### src/hdl/mpu_consts.svh
////////////////////////////////////////////////////////////
// MPU external data service constants
// Word, address, memory and buffer sizing
////////////////////////////////////////////////////////////

`ifndef MPU_CONSTS_SVH
`define MPU_CONSTS_SVH

// Data word width in bits
`define MPU_WIDTH_DATA	32

// Memory address width, also used for stride and length
`define MPU_WIDTH_ADDR	8

`define MPU_MEM_DEPTH	256		// Words in data memory

`define MPU_BUFF_SIZE	16		// Default ring buffer depth

`endif

### src/hdl/mpu_pkg.sv
////////////////////////////////////////////////////////////
// MPU external data service package
// Shared word types and state machine encodings
////////////////////////////////////////////////////////////

`include "mpu_consts.svh"

package mpu_pkg;

	typedef logic [`MPU_WIDTH_DATA-1:0]	data_t;
	typedef logic [`MPU_WIDTH_ADDR-1:0]	addr_t;	// Address, stride, length

	// Opcode word bit 0 selects the command
	typedef enum logic {
		OP_STORE	= 1'b0,
		OP_LOAD		= 1'b1
	} op_t;

	// Command header reception
	typedef enum logic [2:0] {
		SERV_INIT,
		SERV_RECV_STRIDE,
		SERV_RECV_LENGTH,
		SERV_RECV_BASE,
		SERV_RUN
	} fsm_serv_t;

	// Store path, extern to memory
	typedef enum logic [1:0] {
		ST_IDLE,
		ST_BUFF,		// Collect words from extern
		ST_WAIT,		// Wait for memory grant
		ST_RUN			// Drain buffer to memory
	} fsm_st_t;

	// Load path, memory to extern
	typedef enum logic [1:0] {
		LD_IDLE,
		LD_WAIT,
		LD_RUN
	} fsm_ld_t;

	typedef enum logic [1:0] {
		MEM_IDLE,
		MEM_STORE,
		MEM_LOAD
	} fsm_mem_t;

endpackage

### src/hdl/mem_port_if.sv
////////////////////////////////////////////////////////////
// Memory port between data service and data memory
// Request, grant and terminate strobes for load and store
////////////////////////////////////////////////////////////

interface mem_port_if
	import mpu_pkg::*;
();

	// Service side
	logic	st_req;			// Level until st_term
	logic	ld_req;			// Level until ld_term
	addr_t	base;
	addr_t	stride;
	addr_t	length;
	data_t	st_data;

	// Memory side
	logic	st_grant;
	logic	ld_grant;
	logic	ld_valid;
	data_t	ld_data;
	logic	st_term;		// With last write
	logic	ld_term;		// With last word

	modport service (
		output	st_req, ld_req, base, stride, length, st_data,
		input	st_grant, ld_grant, ld_valid, ld_data, st_term, ld_term
	);

	modport memory (
		input	st_req, ld_req, base, stride, length, st_data,
		output	st_grant, ld_grant, ld_valid, ld_data, st_term, ld_term
	);

endinterface

### src/hdl/ring_buff_ctrl.sv
////////////////////////////////////////////////////////////
// Ring buffer controller
// Write and read pointers with occupancy count and flags
////////////////////////////////////////////////////////////

module ring_buff_ctrl #(
	parameter int NUM_ENTRY = 16		// Power of two, at least 4
)(
	input	logic					clock,
	input	logic					reset,
	input	logic					we,
	input	logic					re,
	output	logic [$clog2(NUM_ENTRY)-1:0]	wr_ptr,
	output	logic [$clog2(NUM_ENTRY)-1:0]	rd_ptr,
	output	logic [$clog2(NUM_ENTRY):0]	num,
	output	logic					full,
	output	logic					empty
);

	localparam int WIDTH_PTR = $clog2(NUM_ENTRY);

	assign full		= num == (WIDTH_PTR+1)'(NUM_ENTRY);
	assign empty	= num == '0;

	// Pointers wrap on their own width
	always_ff @(posedge clock) begin
		if (reset) begin
			wr_ptr	<= '0;
			rd_ptr	<= '0;
		end
		else begin
			if (we) begin
				wr_ptr	<= wr_ptr + 1'b1;
			end
			if (re) begin
				rd_ptr	<= rd_ptr + 1'b1;
			end
		end
	end

	// Occupancy
	always_ff @(posedge clock) begin
		if (reset) begin
			num	<= '0;
		end
		else begin
			case ({we, re})
				2'b10:		num	<= num + 1'b1;
				2'b01:		num	<= num - 1'b1;
				default:	num	<= num;		// Both or neither
			endcase
		end
	end

	////////////////////////////////////////////////////////////
	// Checks
	////////////////////////////////////////////////////////////

	// Overflow unless a read frees a slot in the same cycle
	a_no_overflow: assert property (@(posedge clock) disable iff (reset)
		we |-> (!full || re));

	a_no_underflow: assert property (@(posedge clock) disable iff (reset)
		re |-> !empty);

endmodule

### src/hdl/extern_data_service.sv
////////////////////////////////////////////////////////////
// External data service
// Decodes four-word commands and moves strided blocks
// between the external port and data memory through a
// ring buffer
////////////////////////////////////////////////////////////

`include "mpu_consts.svh"

module extern_data_service
	import mpu_pkg::*;
#(
	parameter int BUFF_SIZE = `MPU_BUFF_SIZE
)(
	input	logic			clock,
	input	logic			reset,
	input	logic			ext_req,		// Word strobe from extern
	input	data_t			ext_data,
	output	logic			ext_out_req,	// Word strobe to extern
	output	data_t			ext_out_data,
	output	logic			busy,
	output	logic			done,			// End of command
	mem_port_if.service		mem
);

	localparam int WIDTH_BUFF = $clog2(BUFF_SIZE);

	fsm_serv_t				serv_state;
	fsm_st_t				st_state;
	fsm_ld_t				ld_state;

	// Command header
	op_t					op_r;
	addr_t					stride_r;
	addr_t					length_r;
	addr_t					base_r;

	logic					cmd_start;
	logic					fill_word;
	logic					fill_last;
	logic					st_fin;
	logic					ld_fin;
	logic					ld_term_seen;

	// Buffer
	data_t					buff [BUFF_SIZE];
	data_t					buff_in;
	logic					we;
	logic					re;
	logic [WIDTH_BUFF-1:0]	wr_ptr;
	logic [WIDTH_BUFF-1:0]	rd_ptr;
	logic [WIDTH_BUFF:0]	num;
	logic					full;
	logic					empty;

	assign cmd_start	= (serv_state == SERV_RECV_BASE) && ext_req;	// Base word
	assign fill_word	= (st_state == ST_BUFF) && ext_req && !full;
	assign fill_last	= fill_word && (addr_t'(num) + addr_t'(1) == length_r);
	assign st_fin		= (st_state == ST_RUN) && mem.st_term;
	assign ld_fin		= (ld_state == LD_RUN) && ld_term_seen && empty;

	assign busy			= serv_state != SERV_INIT;

	////////////////////////////////////////////////////////////
	// Buffer and ring pointers
	////////////////////////////////////////////////////////////

	assign we		= fill_word || ((ld_state == LD_RUN) && mem.ld_valid);
	assign re		= (st_state == ST_RUN) || ext_out_req;
	assign buff_in	= fill_word ? ext_data : mem.ld_data;

	always_ff @(posedge clock) begin
		if (we) begin
			buff[wr_ptr]	<= buff_in;
		end
	end

	ring_buff_ctrl #(
		.NUM_ENTRY	(BUFF_SIZE)
	) u_ring_buff_ctrl (
		.clock		(clock),
		.reset		(reset),
		.we			(we),
		.re			(re),
		.wr_ptr		(wr_ptr),
		.rd_ptr		(rd_ptr),
		.num		(num),
		.full		(full),
		.empty		(empty)
	);

	// Load words leave one cycle after entering
	assign ext_out_req	= (ld_state == LD_RUN) && !empty;
	assign ext_out_data	= buff[rd_ptr];

	// Memory port
	assign mem.st_req	= (st_state == ST_WAIT) || (st_state == ST_RUN);
	assign mem.ld_req	= (ld_state == LD_WAIT) || ((ld_state == LD_RUN) && !ld_term_seen);
	assign mem.st_data	= buff[rd_ptr];
	assign mem.base		= base_r;
	assign mem.stride	= stride_r;
	assign mem.length	= length_r;

	////////////////////////////////////////////////////////////
	// Command header
	////////////////////////////////////////////////////////////

	always_ff @(posedge clock) begin
		if (ext_req) begin
			case (serv_state)
				SERV_INIT:			op_r		<= op_t'(ext_data[0]);
				SERV_RECV_STRIDE:	stride_r	<= ext_data[`MPU_WIDTH_ADDR-1:0];
				SERV_RECV_LENGTH:	length_r	<= ext_data[`MPU_WIDTH_ADDR-1:0];
				SERV_RECV_BASE:		base_r		<= ext_data[`MPU_WIDTH_ADDR-1:0];
				default:			base_r		<= base_r;	// Data words
			endcase
		end
	end

	always_ff @(posedge clock) begin
		if (reset) begin
			serv_state	<= SERV_INIT;
		end
		else begin
			case (serv_state)
				SERV_INIT:			if (ext_req) serv_state	<= SERV_RECV_STRIDE;
				SERV_RECV_STRIDE:	if (ext_req) serv_state	<= SERV_RECV_LENGTH;
				SERV_RECV_LENGTH:	if (ext_req) serv_state	<= SERV_RECV_BASE;
				SERV_RECV_BASE:		if (ext_req) serv_state	<= SERV_RUN;
				SERV_RUN:			if (st_fin || ld_fin) serv_state	<= SERV_INIT;
				default:			serv_state	<= SERV_INIT;
			endcase
		end
	end

	////////////////////////////////////////////////////////////
	// Store and load control
	////////////////////////////////////////////////////////////

	always_ff @(posedge clock) begin
		if (reset) begin
			st_state	<= ST_IDLE;
		end
		else begin
			case (st_state)
				ST_IDLE: begin
					if (cmd_start && (op_r == OP_STORE)) begin
						st_state	<= ST_BUFF;
					end
				end
				ST_BUFF:	if (fill_last) st_state	<= ST_WAIT;		// Whole block held
				ST_WAIT:	if (mem.st_grant) st_state	<= ST_RUN;
				ST_RUN:		if (mem.st_term) st_state	<= ST_IDLE;
				default:	st_state	<= ST_IDLE;
			endcase
		end
	end

	always_ff @(posedge clock) begin
		if (reset) begin
			ld_state	<= LD_IDLE;
		end
		else begin
			case (ld_state)
				LD_IDLE: begin
					if (cmd_start && (op_r == OP_LOAD)) begin
						ld_state	<= LD_WAIT;
					end
				end
				LD_WAIT:	if (mem.ld_grant) ld_state	<= LD_RUN;
				LD_RUN:		if (ld_fin) ld_state	<= LD_IDLE;		// Buffer drained
				default:	ld_state	<= LD_IDLE;
			endcase
		end
	end

	// Memory side of a load is over, buffer may still hold words
	always_ff @(posedge clock) begin
		if (reset) begin
			ld_term_seen	<= 1'b0;
		end
		else if (ld_fin) begin
			ld_term_seen	<= 1'b0;
		end
		else if (mem.ld_term) begin
			ld_term_seen	<= 1'b1;
		end
	end

	always_ff @(posedge clock) begin
		if (reset) begin
			done	<= 1'b0;
		end
		else begin
			done	<= st_fin || ld_fin;
		end
	end

	// A store block has to fit in the buffer before the memory drains it
	a_st_length: assert property (@(posedge clock) disable iff (reset)
		(st_state == ST_BUFF) |-> (length_r <= addr_t'(BUFF_SIZE)));

endmodule

### src/flat_wrapper.sv
// flat-port wrapper written by rule: the top's interface ports become plain ports
module extern_data_service_flat import mpu_pkg::*;
#(
	parameter int BUFF_SIZE = `MPU_BUFF_SIZE
)
  (clock, reset, ext_req, ext_data, ext_out_req, ext_out_data, busy, done, mem_st_req, mem_ld_req, mem_base, mem_stride, mem_length, mem_st_data, mem_st_grant, mem_ld_grant, mem_ld_valid, mem_ld_data, mem_st_term, mem_ld_term);
  mem_port_if mem_i ();
  input	logic clock;
  input	logic reset;
  input	logic ext_req;
  input	data_t ext_data;
  output	logic ext_out_req;
  output	data_t ext_out_data;
  output	logic busy;
  output	logic done;
  output wire logic [$bits(mem_i.st_req)-1:0] mem_st_req;
  output wire logic [$bits(mem_i.ld_req)-1:0] mem_ld_req;
  output wire logic [$bits(mem_i.base)-1:0] mem_base;
  output wire logic [$bits(mem_i.stride)-1:0] mem_stride;
  output wire logic [$bits(mem_i.length)-1:0] mem_length;
  output wire logic [$bits(mem_i.st_data)-1:0] mem_st_data;
  input wire logic [$bits(mem_i.st_grant)-1:0] mem_st_grant;
  input wire logic [$bits(mem_i.ld_grant)-1:0] mem_ld_grant;
  input wire logic [$bits(mem_i.ld_valid)-1:0] mem_ld_valid;
  input wire logic [$bits(mem_i.ld_data)-1:0] mem_ld_data;
  input wire logic [$bits(mem_i.st_term)-1:0] mem_st_term;
  input wire logic [$bits(mem_i.ld_term)-1:0] mem_ld_term;
  assign mem_st_req = mem_i.st_req;
  assign mem_ld_req = mem_i.ld_req;
  assign mem_base = mem_i.base;
  assign mem_stride = mem_i.stride;
  assign mem_length = mem_i.length;
  assign mem_st_data = mem_i.st_data;
  assign mem_i.st_grant = mem_st_grant;
  assign mem_i.ld_grant = mem_ld_grant;
  assign mem_i.ld_valid = mem_ld_valid;
  assign mem_i.ld_data = mem_ld_data;
  assign mem_i.st_term = mem_st_term;
  assign mem_i.ld_term = mem_ld_term;
  extern_data_service #(.BUFF_SIZE(BUFF_SIZE)) u_core (.clock(clock), .reset(reset), .ext_req(ext_req), .ext_data(ext_data), .ext_out_req(ext_out_req), .ext_out_data(ext_out_data), .busy(busy), .done(done), .mem(mem_i));
endmodule
### config.mk
export PLATFORM = sky130hd
export DESIGN_NAME = extern_data_service_flat
export DESIGN_NICKNAME = d
export VERILOG_FILES = /design/src/hdl/mpu_pkg.sv /design/src/hdl/mem_port_if.sv /design/src/hdl/ring_buff_ctrl.sv /design/src/hdl/extern_data_service.sv /design/src/flat_wrapper.sv
export VERILOG_INCLUDE_DIRS = /design/src /design/src/hdl
export SDC_FILE = /design/constraint.sdc
export NUM_CORES = 1
export LEC_CHECK = 0
export BUFFER_PORTS_ARGS = -buffer_cell sky130_fd_sc_hd__buf_2
export CAP_MARGIN = 30
export CORE_MARGIN = 2
export CORE_UTILIZATION = 45
export CTS_BUF_LIST = sky130_fd_sc_hd__clkbuf_8
export CTS_CLUSTER_SIZE = 12
export DETAILED_ROUTE_END_ITERATION = 10
export GPL_TIMING_DRIVEN = 0
export SETUP_SLACK_MARGIN = 0.5
export SLEW_MARGIN = 20
export SYNTH_ARGS = -nofsm -noshare
export SYNTH_HDL_FRONTEND = slang
export SYNTH_SLANG_ARGS = --single-unit
### constraint.sdc
create_clock -name clock -period 4.9 [get_ports clock]
set_clock_uncertainty 0.2 [all_clocks]
set_input_delay 0.735 -clock clock [delete_from_list [all_inputs] [get_ports clock]]
set_output_delay 0.735 -clock clock [all_outputs]
set_load 0.05 [all_outputs]
==> metrics.txt <==
drt wl/cell=24.1 microns; Max clock buf depth=3; non-filler cells, final=2037; CTS buffer count=92; final hold violations=0; crit start category=register; max frequency=0.236 GHz; RSZ-0062 raised after global routing=yes; post-synthesis net count=1090; Residual DRC=0; Initial DRC Count=898; Yosys warning total=0; Syn Area/Cell=22.0 sq um; initial antenna violation count=0; crit path kind=reg2out; First-pass DRT Iterations=5; Rows=81; Filler cells=3831; Area Overhead vs Synth=17.5%; Cells after DPL=1871; WP data required=3960 ps; hold buffer count at cts=0; total gr overflow=0; Cell Pwr Density=398 nW/um^2; library cells used by synthesis=45; Slew Limit Fails=0; Worst-Skew Late Latency=660 ps; Initial Utilization=0.454; postcts setup bufs=0; clk sinks=563; synthesized flop and latch total=563; Synth Instances=1004; NumNets Final=1387; Lkg Pwr=8.61 nW; Max VDD drop=0.332 mV; die extent in y=226 microns; Vias per Instance=5.32; Hold WC Path Type=in2reg; Final Cycle Share=0.866; routability-driven placement congestion ratio=0.723; H-tree levels=3; top cell type's share of synthesized area=0.729; Synth area leader=edfxtp_1; die width=226 microns; clk root buf=clkbuf_8; Worst-path clk slew=60 ps; mapped cell area=22100 sq um; Crit Path Max Fanout=10; sequential area share after synthesis=0.752; clock period minus worst slack=4240 ps; GRT Overall Usage=0.198; Slew HR=0.377; IO Count=165; Worst Path Arrival=3310 ps; largest net degree at the start of global routing=33; # setup viols final=0; number of global-route vias before repair=11304; worst-margin pin slew=927 ps; vias=10843; status=completed; post-route ant nets=0; maxcap violations=0; core footprint=48700 sq um; HPWL Detailed=30000 microns; setup TNS=0 ps; share of cells above drive strength 1=0.429; post-cts repair resize count=6; final wirelength=49000 microns; port buffer count=164; DIE AREA=51000 sq um; Setup crit end kind=output pin; first-pass GRT wire length=72200 microns; top cells by area, synth=edfxtp_1 73%, mux4_2 16%, dfxtp_1 2.4%, mux2_2 1.6%, buf_4 1.2%; CTS tree=done
[synthesized netlist by cell type (all sizes together)]
cell type	instances
edfxtp	537
mux4	160
buf	59
mux2	32
nor2	30
dfxtp	26
clkbuf	21
inv	17
nand2	15
ha	14
a21oi	11
xor2	11
and2	9
o21ai	9
xnor2	9
nor3	5
nor4	5
nand3	4
or3	4
nand2b	3
a21o	2
a31oi	2
mux2i	2
nand4	2
nor2b	2
nor3b	2
a211oi	1
a22oi	1
a31o	1
and3b	1
nand3b	1
nand4b	1
nand4bb	1
nor4b	1
o221a	1
o221ai	1
o41ai	1
[critical path, stage by stage, from the launching register on]
cell,delay [ps]
dfxtp_1,320
clkbuf_2,360
clkbuf_1,650
mux4_2,430
mux4_2,540
buf_4,160
buf_2,200
[final cells by class]
cell class                      instances  area (sq um)  area share
Clock inverter                         68           364      0.0140
Buffer                                 80           479      0.0184
Timing Repair Buffer                  203          1230      0.0474
Multi-Input combinational cell        344          5050       0.194
Inverter                               17          63.8     0.00245
Clock buffer                           97          1340      0.0513
Tap cell                              664           831      0.0320
Antenna cell                            1          2.50   0.0000962
Sequential cell                       563         16600       0.640
[metrics by stage]
| step | setup slack, ps | hold slack, ps | total power [mW] | cell area [sq um] | utilization |
|---|---|---|---|---|---|
| finish | 657 | 97.7 | 10.4 | 26000 | 0.533 |
| global route | 497 | 38.0 | 10.7 | 26000 | 0.533 |
| CTS | 508 | 30.2 | 10.5 | 26000 | 0.533 |
| detailed placement | 845 | 269 | 6.68 | 24300 | 0.498 |
| global placement | -5390 | 253 | 6.64 | 23800 | 0.488 |
| floorplan | -400 | 230 | 6.35 | 22100 | - |
[where the power goes]
group	leakage, nW	switching [mW]	internal, mW	total, mW
Combinational	2.59	0.736	0.307	1.04
Sequential	5.04	0.0255	5.50	5.53
Clock	0.979	1.80	1.98	3.78
[state kept, by name, summed over array words and instances, names as in the netlist, 3 cells and up, named ones only]
register and flops:
u_core.mem.length 8, u_core.u_ring_buff_ctrl.rd_ptr 4, u_core.mem.stride 8, u_core.u_ring_buff_ctrl.num 5
u_core.buff 512, u_core.serv_state 3, u_core.u_ring_buff_ctrl.wr_ptr 4, u_core.mem.base 8
[final timing paths]
kind	slack (ps)	start	end	cells past startpoint
max	660	register	mem_st_data[15]	6
max reg2reg	1060	u_core.u_ring_buff_ctrl.num[1]$_SDFFE_PP0P_	u_core.u_ring_buff_ctrl.num[4]$_SDFFE_PP0P_	15
min reg2reg	300	u_core.ld_state[1]$_SDFFE_PP0P_	u_core.ld_state[0]$_SDFFE_PP0P_	1
min	100	ext_data[3]	u_core.mem.stride[3]$_DFFE_PP_	1
[logic make-up after synthesis]
kind of cell    after synthesis  synth area share
simple gates                 86            0.0197
mux                         194             0.180
fa+ha+maj                    14           0.00792
compound gates               30           0.00814
flops                       563             0.752
xor+xnor                     20           0.00859
buf+inv                      97            0.0235
[layer usage]
metal	up-vias	share of wire	track usage
met3	60	0.053	0.0467
li1	4742	-	-
met4	0	0.014	0.0461
met5	-	0	0
met1	5709	0.44	0.274
met2	332	0.49	0.320
[cells in the final DEF (no fill, tap or decap), types with 3 or more instances in the layout]
cell type,instances
edfxtp_1,537
buf_2,203
mux4_2,160
clkbuf_8,97
inv_1,50
buf_4,42
mux2_2,32
nor2_1,26
dfxtp_1,26
clkinv_1,21
clkbuf_1,16
nand2_1,15
ha_1,14
a21oi_1,11
xor2_1,10
and2_4,8
o21ai_0,8
xnor2_1,8
buf_16,8
clkbuf_2,6
nor3_1,5
or3_1,4
nand3_1,4
nor2_4,4
nor4_2,4
clkinvlp_4,4
clkinv_2,4
buf_1,3
nand2b_1,3
bufinv_16,3
No activity file was read; power rests on OpenSTA's default activity.
